`src/game_pkg.sv`:
```
package game_pkg;

   ////////////////////////////////////////////////////////////
   // grid and score types
   ////////////////////////////////////////////////////////////

   typedef logic [3:0] grid_x_t;   // column, 0..12
   typedef logic [2:0] grid_y_t;   // row, 0..7
   typedef logic [7:0] time_t;     // seconds left in the round
   typedef logic [9:0] points_t;   // team score

   typedef enum logic [2:0] {
      ROUND_IDLE    = 3'd0,
      ROUND_PLAYING = 3'd1,
      ROUND_PAUSED  = 3'd2,
      ROUND_OVER    = 3'd3
   } round_state_t;

   ////////////////////////////////////////////////////////////
   // timing, kept short for simulation
   ////////////////////////////////////////////////////////////

   // debounce limit, must fit the counter
   localparam int DEBOUNCE_CYCLES = 8;
   localparam int DEBOUNCE_W      = 4;

   localparam int TICK_CYCLES = 25;   // clocks per game second
   localparam int TICK_W      = $clog2(TICK_CYCLES);

   localparam int SCAN_CYCLES = 4;   // clocks per lit digit
   localparam int SCAN_W      = $clog2(SCAN_CYCLES);

   localparam time_t ROUND_SECONDS = 8'd12;

   ////////////////////////////////////////////////////////////
   // board layout and scoring
   ////////////////////////////////////////////////////////////

   localparam int GRID_W = 13;
   localparam int GRID_H = 8;

   localparam grid_x_t SERVE_COLUMN    = 4'd0;   // chops here score
   localparam points_t POINTS_PER_CHOP = 10'd5;
   localparam points_t MAX_POINTS      = 10'd1023;

endpackage

```
`src/button_if.sv`:
```
// one-cycle press pulses from the conditioner
interface button_if;

   logic left;
   logic right;
   logic up;
   logic down;
   logic chop;

   modport source (output left, right, up, down, chop);

   modport sink (input left, right, up, down, chop);

endinterface

```
`src/button_conditioner.sv`:
```
module button_conditioner import game_pkg::*; (
   input  logic            clk_in,
   input  logic            reset_in,
   input  logic [4:0]      raw_buttons,   // chop, left, right, up, down
   button_if.source        presses
);

   logic [4:0]            sampled;      // last raw value seen
   logic [DEBOUNCE_W-1:0] stable_count [5];
   logic [4:0]            clean;        // debounced level
   logic [4:0]            clean_prev;
   logic [4:0]            press;        // registered rising edge

   ////////////////////////////////////////////////////////////
   // per-button debounce and edge detect
   ////////////////////////////////////////////////////////////

   always_ff @(posedge clk_in) begin
      if (reset_in) begin
         // clean levels start at the raw value, so no pulse out of reset
         sampled    <= raw_buttons;
         clean      <= raw_buttons;
         clean_prev <= raw_buttons;
         press      <= '0;
         for (int i = 0; i < $bits(raw_buttons); i++) begin
            stable_count[i] <= '0;
         end
      end else begin
         for (int i = 0; i < $bits(raw_buttons); i++) begin
            if (raw_buttons[i] != sampled[i]) begin
               sampled[i]      <= raw_buttons[i];   // restart the wait
               stable_count[i] <= '0;
            end else if (stable_count[i] == DEBOUNCE_W'(DEBOUNCE_CYCLES)) begin
               clean[i] <= sampled[i];   // held long enough
            end else begin
               stable_count[i] <= stable_count[i] + 1'b1;
            end
         end
         clean_prev <= clean;
         press      <= clean & ~clean_prev;
      end
   end

   assign presses.chop  = press[4];
   assign presses.left  = press[3];
   assign presses.right = press[2];
   assign presses.up    = press[1];
   assign presses.down  = press[0];

endmodule

```
`src/round_fsm.sv`:
```
module round_fsm import game_pkg::*; (
   input  logic         clk_in,
   input  logic         reset_in,
   button_if.sink       presses,
   input  logic         pause,
   input  logic         expired,
   output round_state_t state,
   output logic         start,     // one cycle, on entry to playing from idle
   output logic         running
);

   always_ff @(posedge clk_in) begin
      if (reset_in) begin
         state <= ROUND_IDLE;
         start <= 1'b0;
      end else begin
         start <= 1'b0;
         case (state)
            ROUND_IDLE: begin
               if (presses.chop) begin
                  state <= ROUND_PLAYING;
                  start <= 1'b1;
               end
            end
            ROUND_PLAYING: begin
               if (expired) begin   // expiry wins over pause
                  state <= ROUND_OVER;
               end else if (pause) begin
                  state <= ROUND_PAUSED;
               end
            end
            ROUND_PAUSED: begin
               // last tick may land on the same edge as the pause
               if (expired) begin
                  state <= ROUND_OVER;
               end else if (!pause) begin
                  state <= ROUND_PLAYING;
               end
            end
            ROUND_OVER: begin
               if (presses.chop) state <= ROUND_IDLE;   // back to the lobby
            end
            default: state <= ROUND_IDLE;
         endcase
      end
   end

   assign running = (state == ROUND_PLAYING);

endmodule

```
`src/round_timer.sv`:
```
module round_timer import game_pkg::*; (
   input  logic  clk_in,
   input  logic  reset_in,
   input  logic  start,
   input  logic  running,
   output time_t time_left,
   output logic  expired
);

   logic [TICK_W-1:0] tick_count;   // clocks into the current second

   always_ff @(posedge clk_in) begin
      if (reset_in) begin
         tick_count <= '0;
         time_left  <= '0;
         expired    <= 1'b0;
      end else begin
         expired <= 1'b0;
         if (start) begin
            tick_count <= '0;
            time_left  <= ROUND_SECONDS;
         end else if (running) begin
            if (tick_count == TICK_W'(TICK_CYCLES - 1)) begin
               tick_count <= '0;
               if (time_left != '0) begin
                  time_left <= time_left - 1'b1;
                  expired   <= (time_left == 8'd1);   // hits zero on this edge
               end
            end else begin
               tick_count <= tick_count + 1'b1;
            end
         end
         // not running, everything holds
      end
   end

endmodule

```
`src/player_mover.sv`:
```
module player_mover import game_pkg::*; (
   input  logic    clk_in,
   input  logic    reset_in,
   button_if.sink  presses,
   input  logic    start,
   input  logic    running,
   output grid_x_t player_x,
   output grid_y_t player_y,
   output points_t point_total
);

   ////////////////////////////////////////////////////////////
   // position, clamped at the grid edges
   ////////////////////////////////////////////////////////////

   always_ff @(posedge clk_in) begin
      if (reset_in || start) begin
         player_x <= '0;   // new round starts top left
         player_y <= '0;
      end else if (running) begin
         if (presses.left && player_x != '0) begin
            player_x <= player_x - 1'b1;
         end else if (presses.right && player_x != grid_x_t'(GRID_W - 1)) begin
            player_x <= player_x + 1'b1;
         end
         if (presses.up && player_y != '0) begin
            player_y <= player_y - 1'b1;
         end else if (presses.down && player_y != grid_y_t'(GRID_H - 1)) begin
            player_y <= player_y + 1'b1;
         end
      end
   end

   ////////////////////////////////////////////////////////////
   // score, saturating
   ////////////////////////////////////////////////////////////

   always_ff @(posedge clk_in) begin
      if (reset_in || start) begin
         point_total <= '0;
      end else if (running && presses.chop && player_x == SERVE_COLUMN) begin
         if (point_total > MAX_POINTS - POINTS_PER_CHOP) begin
            point_total <= MAX_POINTS;
         end else begin
            point_total <= point_total + POINTS_PER_CHOP;
         end
      end
   end

endmodule

```
`src/seven_seg_scan.sv`:
```
module seven_seg_scan import game_pkg::*; (
   input  logic        clk_in,
   input  logic        reset_in,
   input  logic [31:0] value,
   output logic [6:0]  cat,    // g..a, active low
   output logic [7:0]  an      // active low
);

   logic [SCAN_W-1:0] scan_count;
   logic [7:0]        digit_sel;   // one-hot active digit
   logic [3:0]        nibble;
   logic [6:0]        segments;    // active high, g..a

   always_ff @(posedge clk_in) begin
      if (reset_in) begin
         scan_count <= '0;
         digit_sel  <= 8'b0000_0001;
      end else if (scan_count == SCAN_W'(SCAN_CYCLES - 1)) begin
         scan_count <= '0;
         digit_sel  <= {digit_sel[6:0], digit_sel[7]};   // rotate to next digit
      end else begin
         scan_count <= scan_count + 1'b1;
      end
   end

   // pick the active nibble
   always_comb begin
      nibble = 4'h0;
      for (int i = 0; i < 8; i++) begin
         if (digit_sel[i]) nibble = value[4*i +: 4];
      end
   end

   ////////////////////////////////////////////////////////////
   // hex to segment table
   ////////////////////////////////////////////////////////////

   always_comb begin
      case (nibble)
         4'h0: segments = 7'h3f;
         4'h1: segments = 7'h06;
         4'h2: segments = 7'h5b;
         4'h3: segments = 7'h4f;
         4'h4: segments = 7'h66;
         4'h5: segments = 7'h6d;
         4'h6: segments = 7'h7d;
         4'h7: segments = 7'h07;
         4'h8: segments = 7'h7f;
         4'h9: segments = 7'h6f;
         4'ha: segments = 7'h77;
         4'hb: segments = 7'h7c;   // lower case b
         4'hc: segments = 7'h39;
         4'hd: segments = 7'h5e;   // lower case d
         4'he: segments = 7'h79;
         default: segments = 7'h71;   // F
      endcase
   end

   assign cat = ~segments;
   assign an  = ~digit_sel;

endmodule

```
`src/game_panel_top.sv`:
```
module game_panel_top import game_pkg::*; (
   input  logic         clk_in,
   input  logic         reset_in,
   input  logic         btn_center,   // chop
   input  logic         btn_left,
   input  logic         btn_right,
   input  logic         btn_up,
   input  logic         btn_down,
   input  logic         pause,
   output round_state_t game_state,
   output time_t        time_left,
   output points_t      point_total,
   output grid_x_t      player_x,
   output grid_y_t      player_y,
   output logic [6:0]   cat,
   output logic [7:0]   an
);

   logic        start;
   logic        running;
   logic        expired;
   logic [31:0] display_word;

   button_if presses ();

   button_conditioner u_buttons (
      .clk_in      (clk_in),
      .reset_in    (reset_in),
      .raw_buttons ({btn_center, btn_left, btn_right, btn_up, btn_down}),
      .presses     (presses)
   );

   round_fsm u_round (
      .clk_in   (clk_in),
      .reset_in (reset_in),
      .presses  (presses),
      .pause    (pause),
      .expired  (expired),
      .state    (game_state),
      .start    (start),
      .running  (running)
   );

   round_timer u_timer (
      .clk_in    (clk_in),
      .reset_in  (reset_in),
      .start     (start),
      .running   (running),
      .time_left (time_left),
      .expired   (expired)
   );

   player_mover u_mover (
      .clk_in      (clk_in),
      .reset_in    (reset_in),
      .presses     (presses),
      .start       (start),
      .running     (running),
      .player_x    (player_x),
      .player_y    (player_y),
      .point_total (point_total)
   );

   // state | 0 | time left | 0 | score
   assign display_word = {1'b0, game_state, 4'h0, time_left, 4'h0, 2'b00, point_total};

   seven_seg_scan u_display (
      .clk_in   (clk_in),
      .reset_in (reset_in),
      .value    (display_word),
      .cat      (cat),
      .an       (an)
   );

endmodule

```
`config.mk`:
```
export PLATFORM = sky130hd
export DESIGN_NAME = game_panel_top
export DESIGN_NICKNAME = d
export VERILOG_FILES = /design/src/game_pkg.sv /design/src/button_if.sv /design/src/button_conditioner.sv /design/src/round_fsm.sv /design/src/round_timer.sv /design/src/player_mover.sv /design/src/seven_seg_scan.sv /design/src/game_panel_top.sv
export SDC_FILE = /design/constraint.sdc
export NUM_CORES = 1
export LEC_CHECK = 0
export BUFFER_PORTS_ARGS = -buffer_cell sky130_fd_sc_hd__buf_2
export CORE_MARGIN = 3
export CORE_UTILIZATION = 40
export CTS_CLUSTER_SIZE = 10
export DETAILED_ROUTE_END_ITERATION = 8
export PLACE_DENSITY = 0.67
export SYNTH_ARGS = -nofsm -noshare
export SYNTH_HDL_FRONTEND = slang
export SYNTH_SLANG_ARGS = --single-unit
```
`constraint.sdc`:
```
create_clock -name clk_in -period 6.3 [get_ports clk_in]
set_input_delay 1.26 -clock clk_in [delete_from_list [all_inputs] [get_ports clk_in]]
set_output_delay 1.26 -clock clk_in [all_outputs]
set_load 0.01 [all_outputs]
```
* Word level (Yosys, flattened, before mapping)
Memory sizes are Yosys's and may differ from the RTL's.
Index checks and enable logic that the tools add are counted.
** Storage, ports and cells
- ROM bits :: 112
- Memories kept :: 2
- Register bits after elaboration :: 65
- Bits in writable memories :: 20
- Input bits :: 8
- Output and inout bits :: 43
- Logic and storage cells :: 216
** Memory list
- (name not given) :: words 16, width 7, rd ports 1, clocked after memory_dff 0, write ports 0, RTL line seven_seg_scan.sv:39 : case (nibble)
- u_buttons.stable_count :: words 5, width 4, rd ports 5, clocked after memory_dff 0, write ports 5, RTL line button_conditioner.sv:9 : logic [DEBOUNCE_W-1:0] stable_count [5];
** Cells by class
- Order comparisons :: 1
- Add/subtract/negate cells :: 13
- Reduce and logical (&&, ||, !) cells :: 41
- Multiplexer cells :: 91
- Eq/ne operators :: 27
- Bitwise gates (word level) :: 18
** Operators with widths (number)
- two-way mux 4 bit :: 24
- two-way mux 1 bit :: 53
- nonzero test 2 bit :: 15
- adder 4 x 1 -> 4 bit (second input constant) :: 6
- two-way mux 3 bit :: 8
- == test 4 bit (second input constant) :: 5
- two-way mux 5 bit :: 4
- != test 2 bit (second input constant) :: 7
- AND reduction 2 bit :: 7
- one-hot mux 3 bit (4 select lines) :: 1
- adder 10 x 3 -> 10 bit (second input constant) :: 1
- > comparator 10 bit (second input constant) :: 1
- two-way mux 10 bit :: 1
- bitwise OR 1 bit :: 10
- == test 8 x 1 -> 1 bit (second input constant) :: 1
- inverter 8 bit :: 1
- nonzero test 8 bit :: 1
- subtractor 8 x 1 -> 8 bit (second input constant) :: 1
- inverter 7 bit :: 1
- == test 3 x 2 -> 1 bit (second input constant) :: 2
- logical AND 1 bit :: 6
- != test 3 bit (second input constant) :: 2
- AND reduction 3 bit :: 2
- OR reduction 2 bit :: 3
- 21 further kinds :: 28

* Depth between registers and ports, before layout
An unclocked memory read counts as a cell.
- Depth in word-level cells :: 10
- Gate-level depth with buffers :: 9
- Depth with buffers taken out :: 9

* Hierarchy
Synthesis repeated with hierarchy kept, for this count alone.
** Second synthesis, totals
- Cells, all modules :: 494
- Area, all modules :: 4710.8 µm²
** By module, submodules not included
- button_conditioner :: times used 1, cells each 164, area each 1841.8 µm², sequential area each 1101.1 µm²
- player_mover :: times used 1, cells each 121, area each 1027.2 µm², sequential area each 340.3 µm²
- seven_seg_scan :: times used 1, cells each 111, area each 933.4 µm², sequential area each 200.2 µm²
- round_timer :: times used 1, cells each 81, area each 758.2 µm², sequential area each 280.3 µm²
- round_fsm :: times used 1, cells each 16, area each 146.4 µm², sequential area each 60.1 µm²
- game_panel_top :: times used 1, cells each 1, area each 3.8 µm², sequential area each 0.0 µm²

* Worst setup path before layout
OpenSTA, ideal clock, no wires.
- Path type :: reg2out
- From :: register u_display.digit_sel[1]
- To :: output cat[5]
- Buffers on the path :: 1
- Required time :: 5040 ps
- Data arrival time :: 1848 ps
- Stages on the path, launching flop included :: 9
- Slack :: 3192 ps
- Cell sequence :: dfxtp_1 > clkbuf_2 > nor2b_2 > a221oi_1 > o221ai_1 > a32o_1 > ha_1 > mux2_1 > o2bb2ai_1
** On the way
- Word-level cells in the longest chain between the ends :: 9
** RTL lines
- start, declared :: RTL line seven_seg_scan.sv:10 : logic [7:0] digit_sel;
- start signal, assigned :: RTL line seven_seg_scan.sv:20 : digit_sel <= {digit_sel[6:0], digit_sel[7]};
- two-way mux 4 bit (7 in series) :: RTL line seven_seg_scan.sv:30 : if (digit_sel[i]) nibble = value[4*i +: 4];
- memory (16 x 7 bit)
- inverter 7 bit :: RTL line seven_seg_scan.sv:59 : assign cat = ~segments;
- end, declared :: RTL line game_panel_top.sv:15 : output logic [6:0] cat,
Every way passes these cells.

* Worst setup path after layout
Ends and elaborated chain as after synthesis.

==> results.tsv <==
metric	value	unit
Max FO, Critical Path	8	
TritonCTS Buffers	9	
critical path required time	5.04	ns
post-route ant nets	0	
hold path startpoint	u_buttons.clean_prev[0]	
post-synthesis cell area	4456	um^2
Setup WS pre-CTS	2.785	ns
HPWL after detailed placement	6802	um
Final Setup Violations	0	
via count	3330	
filler instances	1027	
WL/cell	13.82	um
count of port buffers added during placement	49	
final RePlAce weighted congestion	0.8019	
CTS clk-pin slew, worst paths	0.09	ns
Max VDD drop	0.1728	mV
HP Class	reg -> reg	
cts repair resizes	0	
area occupied by multi-input gates	2226	um^2
syn_nets	504	
first-pass GRT wire length	15300	um
largest net degree at the start of global routing	32	
post-synthesis async set-or-reset flop share	0	
Synth Register Bits	84	
Top FF cell, synth	dfxtp_1	
clock skew	0.01076	ns
final wirelength	9025	um
row count	37	
area of the core	10560	um^2
r2r setup slk	3.95	ns
area delta synth->final	11.37	%
crit path kind	reg -> out	
post-route setup slack	2.400	ns
Worst Hold Depth	1	
CTS Root Cell	clkbuf_8	
DR pass1 iterations	4	
cts hold-fix bufs	0	
vias in the first global route	3107	
Seq/Total Area, Yosys	0.4448	
origin of the worst setup path	u_display.digit_sel[1]	
CP arrival	2.64	ns
PD cells	218.8	nW/um^2
diode count	0	
commonest cells after routing, fill and taps aside	62 x nor2_1, 54 x dfxtp_1, 49 x buf_2	
RR Endpoint	u_mover.player_x[3]	
vias per cell	5.100	
Setup Buffers After CTS	0	
Total Routing Usage GR	0.1488	
final setup TNS	0	ns
initial DRC count	167	
drc violations	0	
post-route minimum period	3.900	ns
r2r worst-path depth	9	
Pins Over Slew Limit	0	
Die Y	111.5	um
initial antenna violation count	0	
CP endpoint kind	output pin	
Final nets	548	
RSZ-0062 raised after global routing	no	
crit share post-route	0.6190	
fraction of layout cells with a size suffix above 1	0.1663	
Worst-Margin Slew	0.8312	ns
outcome	finished, final reports clean	
Die X	111.5	um
number of max-cap violations	0	
storage element area	1982	um^2
Ys Warns	0	
Boundary Pins	51	
clock tree buffer depth	2	
Pwr Total	1086	uW
Slew headroom	0.4459	
clk_lat worst skew	0.37	ns
distinct cell type count after synthesis	68	
Post-Synthesis Cells	468	
commonest non-fill, non-tap cell in the layout	nor2_1	
initial core utilization	0.4221	
Startpoint Class	register	
CTS tree	done	
hold violation count in the final report	0	
clk sinks	84	
Leak	0.002102	uW
syn_area_per_cell	9.520	um^2
RR Startpoint	u_mover.player_x[0]	
EDFF count, synth	30	
H-tree level count	3	
FMAX	0.2564	GHz
WHS Endpoint	u_buttons.press[0]	
Die ar.	12440	um^2
Congestion Overflow GR	0	
## cell families (layout without fill, tap and decap cells)
logic type,Yosys count,in the layout,synth area share
AOI/OAI and AO/OA,77,77,0.1185
xor gates and xnor gates,31,31,0.06262
adders and majority gates,28,28,0.08200
buffers and inverters,60,109,0.05560
DFF,84,84,0.4448
muxes,15,15,0.03426
other,1,1,0.0008417
and+or+nand+nor,172,172,0.2014
## cell type report
| type | instances | share of cell area |
|---|---|---|
| clock inverters | 6 | 0.009329 |
| inverters | 44 | 0.03328 |
| clock buffers | 10 | 0.02572 |
| well taps | 136 | 0.03429 |
| multi-input cells | 324 | 0.4486 |
| repair buffers | 49 | 0.04942 |
| flip-flops and latches | 84 | 0.3994 |
## critical path: stages, from the launching register on
cell and delay (ns):
dfxtp_1 0.49, nor2b_2 0.11, a221oi_1 0.29, o221ai_1 0.20
a32o_1 0.35, ha_1 0.25, mux2_1 0.32, o2bb2ai_1 0.14
buf_2 0.14
## state kept, by name, summed over array words and instances (netlist names), 5 cells and up
register / count
u_buttons.clean: 5
u_buttons.clean_prev: 5
u_buttons.sampled: 5
u_buttons.press: 5
u_timer.tick_count: 5
u_buttons.stable_count: 20
u_timer.time_left: 8
u_mover.point_total: 10
u_display.digit_sel: 8
## synthesized netlist by cell type (all sizes together) (3+ instances only)
cell type,n,area share
nor2,65,0.059
dfxtp,54,0.24
inv,44,0.037
nand2,44,0.038
edfxtp,30,0.20
ha,26,0.073
o21ai,21,0.024
a21oi,19,0.021
xor2,19,0.037
mux2i,13,0.029
nand3,12,0.016
xnor2,12,0.025
buf,9,0.012
nor3,9,0.015
and3,8,0.011
clkbuf,7,0.0062
nand2b,7,0.012
a211oi,6,0.012
a21o,5,0.0084
nand3b,5,0.0084
nand4,5,0.0070
nor2b,4,0.0067
nor4,4,0.010
a211o,3,0.0059
a31oi,3,0.0042
nor3b,3,0.0051
## layer usage
layer | global-route usage | vias to the layer above | part of all wire
li1 | - | 1706 | -
met2 | 0.2352 | 55 | 0.46
met4 | 0.04217 | 0 | 0.020
met3 | 0.05054 | 17 | 0.044
met5 | 0 | - | 0
met1 | 0.1948 | 1552 | 0.47
## through the flow
step	std cells	hold WS, ns	cell area, um^2	utilization
3_5_place_dp	637	0.3801	4788	0.4537
4_1_cts	653	0.3974	4962	0.4701
3_3_place_gp	637	0.3726	4788	0.4537
6_report	653	0.3928	4962	0.4701
5_1_grt	653	0.4136	4962	0.4701
2_1_floorplan	468	0.3682	4456	-
## power breakdown
part	switching, uW	internal, uW	leakage [uW]	total (uW)
Clock	206	148	0.0000934	354
Combinational	65.9	42.5	0.00125	108
Sequential	26.1	597	0.000760	623
## how the worst max path moves through the flow
| stage | slack [ns] | endpoint |
|---|---|---|
| after CTS | 2.38 | cat[5] |
| after detailed placement | 2.79 | cat[5] |
| final | 2.40 | cat[5] |
| after global routing | 2.23 | cat[5] |
| after global placement | 2.99 | cat[5] |
| after floorplan | 3.19 | cat[5] |
Power figures use the tool's default switching activity.
